File: config.mk
export PLATFORM = sky130hd
export DESIGN_NAME = pipelineCore
export DESIGN_NICKNAME = d
export VERILOG_FILES = /design/src/riscvPkg.sv /design/src/branchPredictor.sv /design/src/pipelineControl.sv /design/src/pipelineCore.sv /design/src/pipelineDatapath.sv /design/src/registerFile.sv
export SDC_FILE = /design/constraint.sdc
export NUM_CORES = 2
export LEC_CHECK = 0
export BUFFER_PORTS_ARGS = -buffer_cell sky130_fd_sc_hd__buf_4
export CORE_UTILIZATION = 45
export CTS_BUF_LIST = sky130_fd_sc_hd__clkbuf_4 sky130_fd_sc_hd__clkbuf_8 sky130_fd_sc_hd__clkbuf_16
export CTS_CLUSTER_SIZE = 25
export DETAILED_ROUTE_END_ITERATION = 10
export HOLD_SLACK_MARGIN = 0.06
export PLACE_DENSITY = 0.61
export RECOVER_POWER = 100
export SLEW_MARGIN = 10
export SYNTH_ARGS = -nofsm -noshare
export SYNTH_HDL_FRONTEND = slang
export SYNTH_SLANG_ARGS = --single-unit
File: constraint.sdc
create_clock -name clk -period 8.33 [get_ports clk]
set_input_delay 0 -clock clk [delete_from_list [all_inputs] [get_ports clk]]
set_output_delay 0 -clock clk [all_outputs]
set_load 0.01 [all_outputs]
File: src/riscvPkg.sv
package riscvPkg;

    // Datapath and predictor sizing
    localparam int xlen        = 32;
    localparam int bpIndexBits = 5;
    localparam int bpEntries   = 2 ** bpIndexBits;
    localparam int btbTagBits  = xlen - 2 - bpIndexBits;

    localparam logic [xlen-1:0] resetPc = '0;

    // Opcodes of the supported subset
    localparam logic [6:0] opRtype  = 7'b0110011;
    localparam logic [6:0] opItype  = 7'b0010011;
    localparam logic [6:0] opLoad   = 7'b0000011;
    localparam logic [6:0] opStore  = 7'b0100011;
    localparam logic [6:0] opBranch = 7'b1100011;
    localparam logic [6:0] opJal    = 7'b1101111;
    localparam logic [6:0] opLui    = 7'b0110111;

    localparam logic [2:0] f3Beq = 3'b000;
    localparam logic [2:0] f3Bne = 3'b001;

    typedef enum logic [2:0] {
        aluAdd, aluSub, aluAnd, aluOr, aluSlt
    } aluOp_t;

    typedef enum logic [2:0] {
        immI, immS, immB, immJ, immU
    } immSrc_t;

    // Operand source in execute
    typedef enum logic [1:0] {
        fwdReg, fwdWb, fwdMem
    } forwardSel_t;

    typedef enum logic [1:0] {
        resAlu, resMem, resPcPlus4, resImm
    } resultSrc_t;

endpackage

File: src/branchPredictor.sv
`timescale 1ns/1ps

module branchPredictor import riscvPkg::*; (
    input  logic                   clk,
    input  logic                   reset,
    input  logic [xlen-1:0]        pcF_i,
    output logic                   predictTakenF_o,
    output logic [xlen-1:0]        targetF_o,
    output logic [bpIndexBits-1:0] phtIndexF_o,
    input  logic                   phtWe_i,
    input  logic                   phtInc_i,
    input  logic [bpIndexBits-1:0] phtIndex_i,
    input  logic                   ghrReset_i,
    input  logic                   btbWe_i,
    // Word address of the resolved instruction, low bits select the slot
    input  logic [xlen-3:0]        btbIndex_i,
    input  logic [xlen-1:0]        btbTarget_i
);

    logic [bpIndexBits-1:0] ghr;
    logic [1:0]             pht [bpEntries];
    logic [bpEntries-1:0]   btbValid;
    logic [btbTagBits-1:0]  btbTag [bpEntries];
    logic [xlen-1:0]        btbTarget [bpEntries];
    logic [bpIndexBits-1:0] slotF;
    logic [btbTagBits-1:0]  tagF;
    logic [bpIndexBits-1:0] slotW;

    assign slotF = pcF_i[bpIndexBits+1:2];
    assign tagF  = pcF_i[xlen-1:bpIndexBits+2];
    assign slotW = btbIndex_i[bpIndexBits-1:0];

    // gshare index
    assign phtIndexF_o = slotF ^ ghr;
    assign targetF_o   = btbTarget[slotF];
    assign predictTakenF_o = btbValid[slotF] && (btbTag[slotF] == tagF)
                             && pht[phtIndexF_o][1];

    // History and saturating counters
    always_ff @(posedge clk) begin
        if (reset) begin
            ghr <= '0;
            for (int i = 0; i < bpEntries; i++) begin
                pht[i] <= 2'b01;
            end
        end else begin
            if (ghrReset_i) begin
                ghr <= '0;
            end else if (phtWe_i) begin
                ghr <= {ghr[bpIndexBits-2:0], phtInc_i};
            end
            if (phtWe_i) begin
                if (phtInc_i && pht[phtIndex_i] != 2'b11) begin
                    pht[phtIndex_i] <= pht[phtIndex_i] + 2'd1;
                end else if (!phtInc_i && pht[phtIndex_i] != 2'b00) begin
                    pht[phtIndex_i] <= pht[phtIndex_i] - 2'd1;
                end
            end
        end
    end

    always_ff @(posedge clk) begin
        if (reset) begin
            btbValid <= '0;
        end else if (btbWe_i) begin
            btbValid[slotW] <= 1'b1;
        end
    end

    // BTB payload
    always_ff @(posedge clk) begin
        if (btbWe_i) begin
            btbTag[slotW]    <= btbIndex_i[xlen-3:bpIndexBits];
            btbTarget[slotW] <= btbTarget_i;
        end
    end

endmodule

File: src/pipelineControl.sv
`timescale 1ns/1ps

module pipelineControl import riscvPkg::*; (
    input  logic        clk,
    input  logic        reset,
    input  logic [6:0]  opD_i,
    input  logic [2:0]  funct3D_i,
    input  logic        funct7b5D_i,
    input  logic [4:0]  rs1D_i,
    input  logic [4:0]  rs2D_i,
    input  logic [4:0]  rs1E_i,
    input  logic [4:0]  rs2E_i,
    input  logic [4:0]  rdE_i,
    input  logic [4:0]  rdM_i,
    input  logic [4:0]  rdW_i,
    input  logic        mispredictE_i,
    output immSrc_t     immSrcD_o,
    output logic        aluSrcE_o,
    output aluOp_t      aluOpE_o,
    output forwardSel_t forwardAE_o,
    output forwardSel_t forwardBE_o,
    output logic        memWriteM_o,
    output resultSrc_t  resultSrcM_o,
    output resultSrc_t  resultSrcW_o,
    output logic        regWriteW_o,
    output logic        stallF_o,
    output logic        stallD_o,
    output logic        flushD_o,
    output logic        flushE_o
);

    logic regWriteD, memWriteD, aluSrcD, regWriteE, memWriteE, regWriteM, loadUse;
    aluOp_t aluOpD, aluFunctD;
    resultSrc_t resultSrcD, resultSrcE;

    // ALU function shared by R-type and immediate ops
    always_comb begin
        case (funct3D_i)
            3'b111:  aluFunctD = aluAnd;
            3'b110:  aluFunctD = aluOr;
            3'b010:  aluFunctD = aluSlt;
            default: aluFunctD = aluAdd;
        endcase
    end

    always_comb begin
        regWriteD  = 1'b0;
        memWriteD  = 1'b0;
        aluSrcD    = 1'b0;
        aluOpD     = aluAdd;
        immSrcD_o  = immI;
        resultSrcD = resAlu;
        case (opD_i)
            opRtype: begin
                regWriteD = 1'b1;
                aluOpD    = (funct3D_i == 3'b000 && funct7b5D_i) ? aluSub : aluFunctD;
            end
            opItype: begin
                regWriteD = 1'b1;
                aluSrcD   = 1'b1;
                aluOpD    = aluFunctD;
            end
            opLoad: begin
                regWriteD  = 1'b1;
                aluSrcD    = 1'b1;
                resultSrcD = resMem;
            end
            opStore: begin
                memWriteD = 1'b1;
                aluSrcD   = 1'b1;
                immSrcD_o = immS;
            end
            opBranch: begin
                aluOpD    = aluSub;
                immSrcD_o = immB;
            end
            opJal: begin
                regWriteD  = 1'b1;
                immSrcD_o  = immJ;
                resultSrcD = resPcPlus4;
            end
            opLui: begin
                regWriteD  = 1'b1;
                immSrcD_o  = immU;
                resultSrcD = resImm;
            end
            default: ;
        endcase
    end

    // Control pipeline, execute takes the bubble on flush
    always_ff @(posedge clk) begin
        if (reset || flushE_o) begin
            regWriteE  <= 1'b0;
            memWriteE  <= 1'b0;
            aluSrcE_o  <= 1'b0;
            aluOpE_o   <= aluAdd;
            resultSrcE <= resAlu;
        end else begin
            regWriteE  <= regWriteD;
            memWriteE  <= memWriteD;
            aluSrcE_o  <= aluSrcD;
            aluOpE_o   <= aluOpD;
            resultSrcE <= resultSrcD;
        end
    end

    always_ff @(posedge clk) begin
        if (reset) begin
            regWriteM    <= 1'b0;
            memWriteM_o  <= 1'b0;
            resultSrcM_o <= resAlu;
            regWriteW_o  <= 1'b0;
            resultSrcW_o <= resAlu;
        end else begin
            regWriteM    <= regWriteE;
            memWriteM_o  <= memWriteE;
            resultSrcM_o <= resultSrcE;
            regWriteW_o  <= regWriteM;
            resultSrcW_o <= resultSrcM_o;
        end
    end

    // Memory stage has priority over writeback
    always_comb begin
        if (rs1E_i != 5'd0 && regWriteM && rs1E_i == rdM_i) begin
            forwardAE_o = fwdMem;
        end else if (rs1E_i != 5'd0 && regWriteW_o && rs1E_i == rdW_i) begin
            forwardAE_o = fwdWb;
        end else begin
            forwardAE_o = fwdReg;
        end
        if (rs2E_i != 5'd0 && regWriteM && rs2E_i == rdM_i) begin
            forwardBE_o = fwdMem;
        end else if (rs2E_i != 5'd0 && regWriteW_o && rs2E_i == rdW_i) begin
            forwardBE_o = fwdWb;
        end else begin
            forwardBE_o = fwdReg;
        end
    end

    assign loadUse = (resultSrcE == resMem) && regWriteE && rdE_i != 5'd0
                     && (rs1D_i == rdE_i || rs2D_i == rdE_i);

    assign stallF_o = loadUse;
    assign stallD_o = loadUse;
    assign flushD_o = mispredictE_i;
    assign flushE_o = loadUse || mispredictE_i;

endmodule

File: src/pipelineCore.sv
`timescale 1ns/1ps

module pipelineCore import riscvPkg::*; (
    input  logic            clk,
    input  logic            reset,
    output logic [xlen-1:0] pcF_o,
    input  logic [xlen-1:0] instrF_i,
    output logic [xlen-1:0] aluResultM_o,
    output logic [xlen-1:0] writeDataM_o,
    output logic            memWriteM_o,
    input  logic [xlen-1:0] readDataM_i,
    output logic            mispredictE_o
);

    logic [6:0] opD;
    logic [2:0] funct3D;
    logic [4:0] rs1D, rs2D, rs1E, rs2E, rdE, rdM, rdW;
    logic [xlen-1:0] rd1D, rd2D, resultW, targetF, btbTarget;
    logic [xlen-3:0] btbIndex;
    logic [bpIndexBits-1:0] phtIndexF, phtIndex;
    logic funct7b5D, aluSrcE, regWriteW, stallF, stallD, flushD, flushE;
    logic predictTakenF, phtWe, phtInc, ghrReset, btbWe;
    immSrc_t immSrcD;
    aluOp_t aluOpE;
    forwardSel_t forwardAE, forwardBE;
    resultSrc_t resultSrcM, resultSrcW;

    pipelineControl control (
        .clk(clk), .reset(reset),
        .opD_i(opD), .funct3D_i(funct3D), .funct7b5D_i(funct7b5D),
        .rs1D_i(rs1D), .rs2D_i(rs2D), .rs1E_i(rs1E), .rs2E_i(rs2E),
        .rdE_i(rdE), .rdM_i(rdM), .rdW_i(rdW), .mispredictE_i(mispredictE_o),
        .immSrcD_o(immSrcD), .aluSrcE_o(aluSrcE), .aluOpE_o(aluOpE),
        .forwardAE_o(forwardAE), .forwardBE_o(forwardBE), .memWriteM_o(memWriteM_o),
        .resultSrcM_o(resultSrcM), .resultSrcW_o(resultSrcW), .regWriteW_o(regWriteW),
        .stallF_o(stallF), .stallD_o(stallD), .flushD_o(flushD), .flushE_o(flushE)
    );

    pipelineDatapath datapath (
        .clk(clk), .reset(reset),
        .pcF_o(pcF_o), .instrF_i(instrF_i), .predictTakenF_i(predictTakenF),
        .targetF_i(targetF), .phtIndexF_i(phtIndexF),
        .opD_o(opD), .funct3D_o(funct3D), .funct7b5D_o(funct7b5D),
        .rs1D_o(rs1D), .rs2D_o(rs2D), .rd1D_i(rd1D), .rd2D_i(rd2D),
        .immSrcD_i(immSrcD), .stallF_i(stallF), .stallD_i(stallD),
        .flushD_i(flushD), .flushE_i(flushE),
        .rs1E_o(rs1E), .rs2E_o(rs2E), .rdE_o(rdE), .aluSrcE_i(aluSrcE),
        .aluOpE_i(aluOpE), .forwardAE_i(forwardAE), .forwardBE_i(forwardBE),
        .mispredictE_o(mispredictE_o),
        .phtWe_o(phtWe), .phtInc_o(phtInc), .phtIndex_o(phtIndex), .ghrReset_o(ghrReset),
        .btbWe_o(btbWe), .btbIndex_o(btbIndex), .btbTarget_o(btbTarget),
        .rdM_o(rdM), .aluResultM_o(aluResultM_o), .writeDataM_o(writeDataM_o),
        .readDataM_i(readDataM_i), .resultSrcM_i(resultSrcM),
        .rdW_o(rdW), .resultSrcW_i(resultSrcW), .resultW_o(resultW)
    );

    registerFile regFile (
        .clk(clk), .addr1_i(rs1D), .addr2_i(rs2D), .addr3_i(rdW),
        .writeEn_i(regWriteW), .writeData_i(resultW), .data1_o(rd1D), .data2_o(rd2D)
    );

    branchPredictor predictor (
        .clk(clk), .reset(reset), .pcF_i(pcF_o),
        .predictTakenF_o(predictTakenF), .targetF_o(targetF), .phtIndexF_o(phtIndexF),
        .phtWe_i(phtWe), .phtInc_i(phtInc), .phtIndex_i(phtIndex), .ghrReset_i(ghrReset),
        .btbWe_i(btbWe), .btbIndex_i(btbIndex), .btbTarget_i(btbTarget)
    );

endmodule

File: src/pipelineDatapath.sv
`timescale 1ns/1ps

module pipelineDatapath import riscvPkg::*; (
    input  logic                   clk,
    input  logic                   reset,
    output logic [xlen-1:0]        pcF_o,
    input  logic [xlen-1:0]        instrF_i,
    input  logic                   predictTakenF_i,
    input  logic [xlen-1:0]        targetF_i,
    input  logic [bpIndexBits-1:0] phtIndexF_i,
    output logic [6:0]             opD_o,
    output logic [2:0]             funct3D_o,
    output logic                   funct7b5D_o,
    output logic [4:0]             rs1D_o,
    output logic [4:0]             rs2D_o,
    input  logic [xlen-1:0]        rd1D_i,
    input  logic [xlen-1:0]        rd2D_i,
    input  immSrc_t                immSrcD_i,
    input  logic                   stallF_i,
    input  logic                   stallD_i,
    input  logic                   flushD_i,
    input  logic                   flushE_i,
    output logic [4:0]             rs1E_o,
    output logic [4:0]             rs2E_o,
    output logic [4:0]             rdE_o,
    input  logic                   aluSrcE_i,
    input  aluOp_t                 aluOpE_i,
    input  forwardSel_t            forwardAE_i,
    input  forwardSel_t            forwardBE_i,
    output logic                   mispredictE_o,
    output logic                   phtWe_o,
    output logic                   phtInc_o,
    output logic [bpIndexBits-1:0] phtIndex_o,
    output logic                   ghrReset_o,
    output logic                   btbWe_o,
    output logic [xlen-3:0]        btbIndex_o,
    output logic [xlen-1:0]        btbTarget_o,
    output logic [4:0]             rdM_o,
    output logic [xlen-1:0]        aluResultM_o,
    output logic [xlen-1:0]        writeDataM_o,
    input  logic [xlen-1:0]        readDataM_i,
    input  resultSrc_t             resultSrcM_i,
    output logic [4:0]             rdW_o,
    input  resultSrc_t             resultSrcW_i,
    output logic [xlen-1:0]        resultW_o
);

    logic [xlen-1:0] instrD, pcD, immD;
    logic [xlen-1:0] rd1E, rd2E, pcE, immE, srcAE, srcBE, writeDataE;
    logic [xlen-1:0] aluResultE, redirectE, pcPlus4M, immM, forwardDataM;
    logic [xlen-1:0] aluResultW, readDataW, pcPlus4W, immW;
    logic [bpIndexBits-1:0] phtIndexD, phtIndexE;
    logic [6:0] opE;
    logic [2:0] funct3E;
    logic predTakenD, predTakenE, zeroE, isBranchE, isJalE, branchTakenE;

    // Fetch: redirect wins over the BTB target
    always_ff @(posedge clk) begin
        if (reset) begin
            pcF_o <= resetPc;
        end else if (mispredictE_o) begin
            pcF_o <= redirectE;
        end else if (!stallF_i) begin
            pcF_o <= predictTakenF_i ? targetF_i : pcF_o + 32'd4;
        end
    end

    always_ff @(posedge clk) begin
        if (reset || flushD_i) begin
            instrD     <= '0;
            pcD        <= '0;
            predTakenD <= 1'b0;
            phtIndexD  <= '0;
        end else if (!stallD_i) begin
            instrD     <= instrF_i;
            pcD        <= pcF_o;
            predTakenD <= predictTakenF_i;
            phtIndexD  <= phtIndexF_i;
        end
    end

    assign opD_o       = instrD[6:0];
    assign funct3D_o   = instrD[14:12];
    assign funct7b5D_o = instrD[30];
    assign rs1D_o      = instrD[19:15];
    assign rs2D_o      = instrD[24:20];

    always_comb begin
        case (immSrcD_i)
            immI:    immD = {{20{instrD[31]}}, instrD[31:20]};
            immS:    immD = {{20{instrD[31]}}, instrD[31:25], instrD[11:7]};
            immB:    immD = {{20{instrD[31]}}, instrD[7], instrD[30:25], instrD[11:8], 1'b0};
            immJ:    immD = {{12{instrD[31]}}, instrD[19:12], instrD[20], instrD[30:21], 1'b0};
            immU:    immD = {instrD[31:12], 12'b0};
            default: immD = '0;
        endcase
    end

    always_ff @(posedge clk) begin
        if (reset || flushE_i) begin
            rd1E       <= '0;
            rd2E       <= '0;
            pcE        <= '0;
            immE       <= '0;
            rs1E_o     <= '0;
            rs2E_o     <= '0;
            rdE_o      <= '0;
            opE        <= '0;
            funct3E    <= '0;
            predTakenE <= 1'b0;
            phtIndexE  <= '0;
        end else begin
            rd1E       <= rd1D_i;
            rd2E       <= rd2D_i;
            pcE        <= pcD;
            immE       <= immD;
            rs1E_o     <= rs1D_o;
            rs2E_o     <= rs2D_o;
            rdE_o      <= instrD[11:7];
            opE        <= opD_o;
            funct3E    <= funct3D_o;
            predTakenE <= predTakenD;
            phtIndexE  <= phtIndexD;
        end
    end

    // Forwarding muxes
    always_comb begin
        case (forwardAE_i)
            fwdMem:  srcAE = forwardDataM;
            fwdWb:   srcAE = resultW_o;
            default: srcAE = rd1E;
        endcase
        case (forwardBE_i)
            fwdMem:  writeDataE = forwardDataM;
            fwdWb:   writeDataE = resultW_o;
            default: writeDataE = rd2E;
        endcase
    end

    assign srcBE = aluSrcE_i ? immE : writeDataE;

    always_comb begin
        case (aluOpE_i)
            aluSub:  aluResultE = srcAE - srcBE;
            aluAnd:  aluResultE = srcAE & srcBE;
            aluOr:   aluResultE = srcAE | srcBE;
            aluSlt:  aluResultE = {31'b0, $signed(srcAE) < $signed(srcBE)};
            default: aluResultE = srcAE + srcBE;
        endcase
    end

    assign zeroE = (aluResultE == '0);

    // Branch resolution against the prediction carried from fetch
    assign isBranchE = (opE == opBranch);
    assign isJalE    = (opE == opJal);
    assign branchTakenE = isBranchE && ((funct3E == f3Beq && zeroE)
                                        || (funct3E == f3Bne && !zeroE));
    assign redirectE = (branchTakenE || isJalE) ? pcE + immE : pcE + 32'd4;

    assign ghrReset_o    = isBranchE && (predTakenE != branchTakenE);
    assign mispredictE_o = ghrReset_o || (isJalE && !predTakenE);
    assign phtWe_o       = isBranchE;
    assign phtInc_o      = branchTakenE;
    assign phtIndex_o    = phtIndexE;
    assign btbWe_o       = branchTakenE || isJalE;
    assign btbIndex_o    = pcE[xlen-1:2];
    assign btbTarget_o   = pcE + immE;

    always_ff @(posedge clk) begin
        if (reset) begin
            aluResultM_o <= '0;
            writeDataM_o <= '0;
            pcPlus4M     <= '0;
            immM         <= '0;
            rdM_o        <= '0;
        end else begin
            aluResultM_o <= aluResultE;
            writeDataM_o <= writeDataE;
            pcPlus4M     <= pcE + 32'd4;
            immM         <= immE;
            rdM_o        <= rdE_o;
        end
    end

    // Loads never forward from memory, the load-use stall covers them
    always_comb begin
        case (resultSrcM_i)
            resPcPlus4: forwardDataM = pcPlus4M;
            resImm:     forwardDataM = immM;
            default:    forwardDataM = aluResultM_o;
        endcase
    end

    always_ff @(posedge clk) begin
        if (reset) begin
            aluResultW <= '0;
            readDataW  <= '0;
            pcPlus4W   <= '0;
            immW       <= '0;
            rdW_o      <= '0;
        end else begin
            aluResultW <= aluResultM_o;
            readDataW  <= readDataM_i;
            pcPlus4W   <= pcPlus4M;
            immW       <= immM;
            rdW_o      <= rdM_o;
        end
    end

    always_comb begin
        case (resultSrcW_i)
            resMem:     resultW_o = readDataW;
            resPcPlus4: resultW_o = pcPlus4W;
            resImm:     resultW_o = immW;
            default:    resultW_o = aluResultW;
        endcase
    end

endmodule

File: src/registerFile.sv
`timescale 1ns/1ps

module registerFile import riscvPkg::*; (
    input  logic            clk,
    input  logic [4:0]      addr1_i,
    input  logic [4:0]      addr2_i,
    input  logic [4:0]      addr3_i,
    input  logic            writeEn_i,
    input  logic [xlen-1:0] writeData_i,
    output logic [xlen-1:0] data1_o,
    output logic [xlen-1:0] data2_o
);

    logic [xlen-1:0] regs [32];

    // Falling edge write, so decode reads the new value in the same cycle
    always_ff @(negedge clk) begin
        if (writeEn_i && addr3_i != 5'd0) begin
            regs[addr3_i] <= writeData_i;
        end
    end

    // x0 is hardwired to zero
    assign data1_o = (addr1_i == 5'd0) ? '0 : regs[addr1_i];
    assign data2_o = (addr2_i == 5'd0) ? '0 : regs[addr2_i];

endmodule

==> metrics.md <==
| Metric | Value |
|---|---|
| Status | `finished with violations` |
| Failing checks | `capacitance limit, slew limit` |
| Max-Cap Viols | `between 60 and 70` |
| Final hold vios | `0` |
| Combinational Power Share | `0.076` |
| CP Data Required Time | `8.90 ns` |
| Number of iterations in the first detailed-routing pass | `6` |
| Initial Utilization | `0.453` |
| Worst Setup SP | `control.resultSrcW_o[0]$_SDFF_PP0_` |
| CTS sink cnt | `3496` |
| Dpl ws | `-0.192 ns` |
| Netlist cell types | `102` |
| Final min period | `around 8 ns` |
| Nets@finish | `roughly 10000` |
| Leak | `60.9 nW` |
| Clk Latency, worst-skew pair | `0.96 ns` |
| Max-slew violation count | `roughly 2300` |
| Routability cong. | `0.927` |
| Cells after Synth | `8275` |
| Critical hold path startpoint | `instrF_i[26]` |
| Switching Power | `between 10 and 15 mW` |
| Total internal power | `between 30 and 40 mW` |
| IR drop worst, VDD | `between 0.15 and 0.2 mV` |
| RR Startpoint | `control.resultSrcW_o[0]$_SDFF_PP0_` |
| Worst Skew | `between 0.05 and 0.06 ns` |
| Synth Area in Adders | `0.0118` |
| Remaining DRCs | `0` |
| Asr flop ratio synth | `0` |
| Fin area | `approximately 180000 µm²` |
| CTS HTree Levels | `5` |
| Die boundary width | `between 500 and 600 µm` |
| Area Growth Syn to Fin | `18.2%` |
| Clock Power Share | `0.456` |
| Compound-Gate Fraction of Synth Area | `0.0347` |
| TritonCTS Buffers | `around 370` |
| I/O Buffers | `between 150 and 200` |
| Count leader, synth | `edfxtp_1` |
| Sequential area share after synthesis | `0.667` |
| Flop pwr share | `0.468` |
| Largest net degree at the start of global routing | `110` |
| Synth Area in XOR/XNOR | `0.00760` |
| First-pass GRT wire length | `about 670000 µm` |
| # IOs | `164` |
| Die height | `577 µm` |
| Fillers | `26308` |
| Kind of critical path | `reg2reg` |
| Antenna-violating nets left | `0` |
| Leading area contributor after synthesis | `edfxtp_1` |
| Detailed placer's ending HPWL | `between 200000 and 300000 µm` |
| Maximum clock rate | `roughly 120 MHz` |
| Share of layout cells above drive strength 1 | `0.253` |
| Area contributors post-synth | `edfxtp_1 59%, mux4_2 19%, dfxtp_1 7.9%, mux2i_1 1.6%, ha_1 1.1%` |
| Final Core Density | `0.536` |
| Mux share of post-synthesis cell area | `0.213` |
| Power Density | `about 230 nW/µm²` |
| Vias/cell | `6.18` |
| Vias post-DR | `around 90000` |
| Crit start category | `flip-flop` |
| Synth top area share | `0.588` |
| Routed len/inst | `32.7 µm` |
| Rel. slew slack | `-2.45` |
| Placed Instance Area | `approximately 160000 µm²` |
| Fin crit share | `0.983` |
| Gr usage total | `0.284` |
| Yosys reg bits | `3496` |
| Largest family of logic cells by synthesized area | `multiplexers` |
| Setup TNS | `0 ns` |
| Vias in the first global route | `between 90000 and 100k` |
| Avg Inst Size Synth | `18.0 µm²` |
| Grt total ovfl | `0` |
| Final setup fails | `0` |
| Core Region | `between 300000 and 400000 µm²` |
| Clock buffer depth | `4` |
| Setup WS post-layout | `approximately 0.14 ns` |
| Crit path capture type | `flip-flop` |
| Yosys warning total | `0` |
| Initial DRC count | `11515` |
| Clock root buffer | `clkbuf_16` |
| Critical path arrival | `8.76 ns` |
| EDFF count, synth | `between 2000 and 3000` |
| Number of core rows | `210` |
| Total Die Area | `approximately 330000 µm²` |
| Critical Path Fanout Max | `33` |
| Worst-Margin Slew | `about 5.2 ns` |
| Hold Path Class | `in2reg` |
| TritonCTS clock tree | `yes` |
| Total Power | `around 40 mW` |
| Initial antenna violation count | `24` |
| Post-Route WL | `~480000 µm` |
| Primary FF master, synth | `edfxtp_1` |
| Sw frac | `0.252` |
| Worst-path clk slew | `roughly 0.060 ns` |
| Post-synthesis cell area | `between 100000 and 150000 µm²` |
| Post-synth top cells | `2912 x edfxtp_1, 1278 x mux4_2, 584 x dfxtp_1` |
| Post-Synth Simple-Gate Area | `0.0487` |
[final cells by class]
class                           instances  area, µm²  area share
Sequential cell                      3496      99200       0.564
Clock buffer                          462      10400      0.0593
Tap cell                             4346       5440      0.0309
Clock inverter                       1240       5890      0.0335
Timing Repair Buffer                  782       6290      0.0358
Inverter                              124        470     0.00268
Antenna cell                            9       22.5    0.000128
Multi-Input combinational cell       4145      48000       0.273
[placed cells by master (no fill, tap or decap), types with 32 or more instances in the layout]
master	instances
a21o_1	38
nand4_1	33
and2_0	50
clkbuf_4	89
ha_1	128
inv_1	1164
buf_12	56
nand3_1	59
nor2b_1	212
and3_1	44
buf_4	311
o21ai_0	205
clkbuf_1	175
mux2_2	39
clkinv_2	45
clkinvlp_2	36
clkbuf_16	393
dfxtp_1	560
xnor2_1	67
nand2_1	395
nor2_1	335
a22oi_1	41
xor2_1	39
clkbuf_2	37
mux2i_1	227
buf_6	32
conb_1	32
nor3_1	92
clkinv_1	42
a31oi_1	40
and2_1	71
edfxtp_1	2912
mux4_2	1278
a21oi_1	215
dlygate4sd3_1	132
nor2_4	32
[state kept, by name (all words and copies together) (netlist names), 64 cells and up, named ones only]
signal               flops
predictor.pht           64
predictor.btbTarget   1024
predictor.btbTag       800
regFile.regs          1024
[routing by layer]
metal  global-route usage  vias up  routed length [µm]
met4               0.0924        8               15200
li1                     -    36802                   -
met1                0.404    47652              192000
met3               0.0663      735               50900
met5                    0        -                  48
met2                0.433     5117              220000
[path summary, 6_finish.rpt]
kind | endpoint | slack, ns | cells after the start
worst max-delay path | predictor.btbTag[21][14]$_DFFE_PP_ | 0.14 | 22
worst min-delay path | datapath.instrD[26]$_SDFFE_PP0N_ | 0.11 | 4
worst max register to register | predictor.btbTag[21][14]$_DFFE_PP_ | 0.14 | 22
worst min register to register | datapath.pcE[21]$_SDFF_PP0_ | 0.45 | 1
[per-stage QoR]
| stage | std cells | hold slack [ns] |
|---|---|---|
| 3_5_place_dp | 12746 | 0.217 |
| 3_3_place_gp | 12746 | 0.216 |
| 4_1_cts | 14587 | 0.0621 |
| 6_report | 14604 | 0.112 |
| 5_1_grt | 14597 | 0.0883 |
| 2_1_floorplan | 8306 | 0.128 |
[what timing repair did]
action / in CTS / in global routing
setup endpoints to repair: 1778 / 1
hold endpoints to repair: 163 / 0
resized for setup: 31 / 36
hold buffers: 132 / 0
pin swaps: 1 / 7
cloned: 3 / 2
buffers inserted: 5 / 5
[critical path: stages, from the launching register on]
cell,delay (ns)
dfxtp_4,0.56
buf_4,0.52
mux4_2,0.33
buf_4,0.38
mux2i_1,0.18
mux2i_1,0.40
ha_1,0.45
a21oi_1,0.42
a31oi_1,0.28
o211ai_1,0.50
a32o_1,0.26
a21oi_1,0.05
o21ai_0,0.35
o2111a_1,0.26
nand3_1,0.13
nor4_4,0.45
nand4_1,0.21
and3_1,0.36
nor2_1,0.58
nand2_1,0.13
clkbuf_2,0.23
nor2_2,0.37
buf_8,0.37
[cell families after synthesis]
group | count (synthesis)
and+or+nand+nor | 1476
DFF | 3496
muxes | 1558
other | 1
AOI/OAI and AO/OA | 807
buffers and inverters | 670
xor gates and xnor gates | 129
adders and majority gates | 138
[power groups by stage]
stage / combinational, mW / sequential [mW] / clock (mW)
final: 3.11 / 19.3 / 18.8
after global routing: 3.26 / 19.3 / 20.0
after CTS: 3.09 / 19.2 / 19.0
after detailed placement: 3.00 / 19.6 / 0.727
after global placement: 3.00 / 19.6 / 0.727
after floorplan: 1.89 / 19.4 / 0.727
Note: power is estimated with default switching activity, not from simulation.
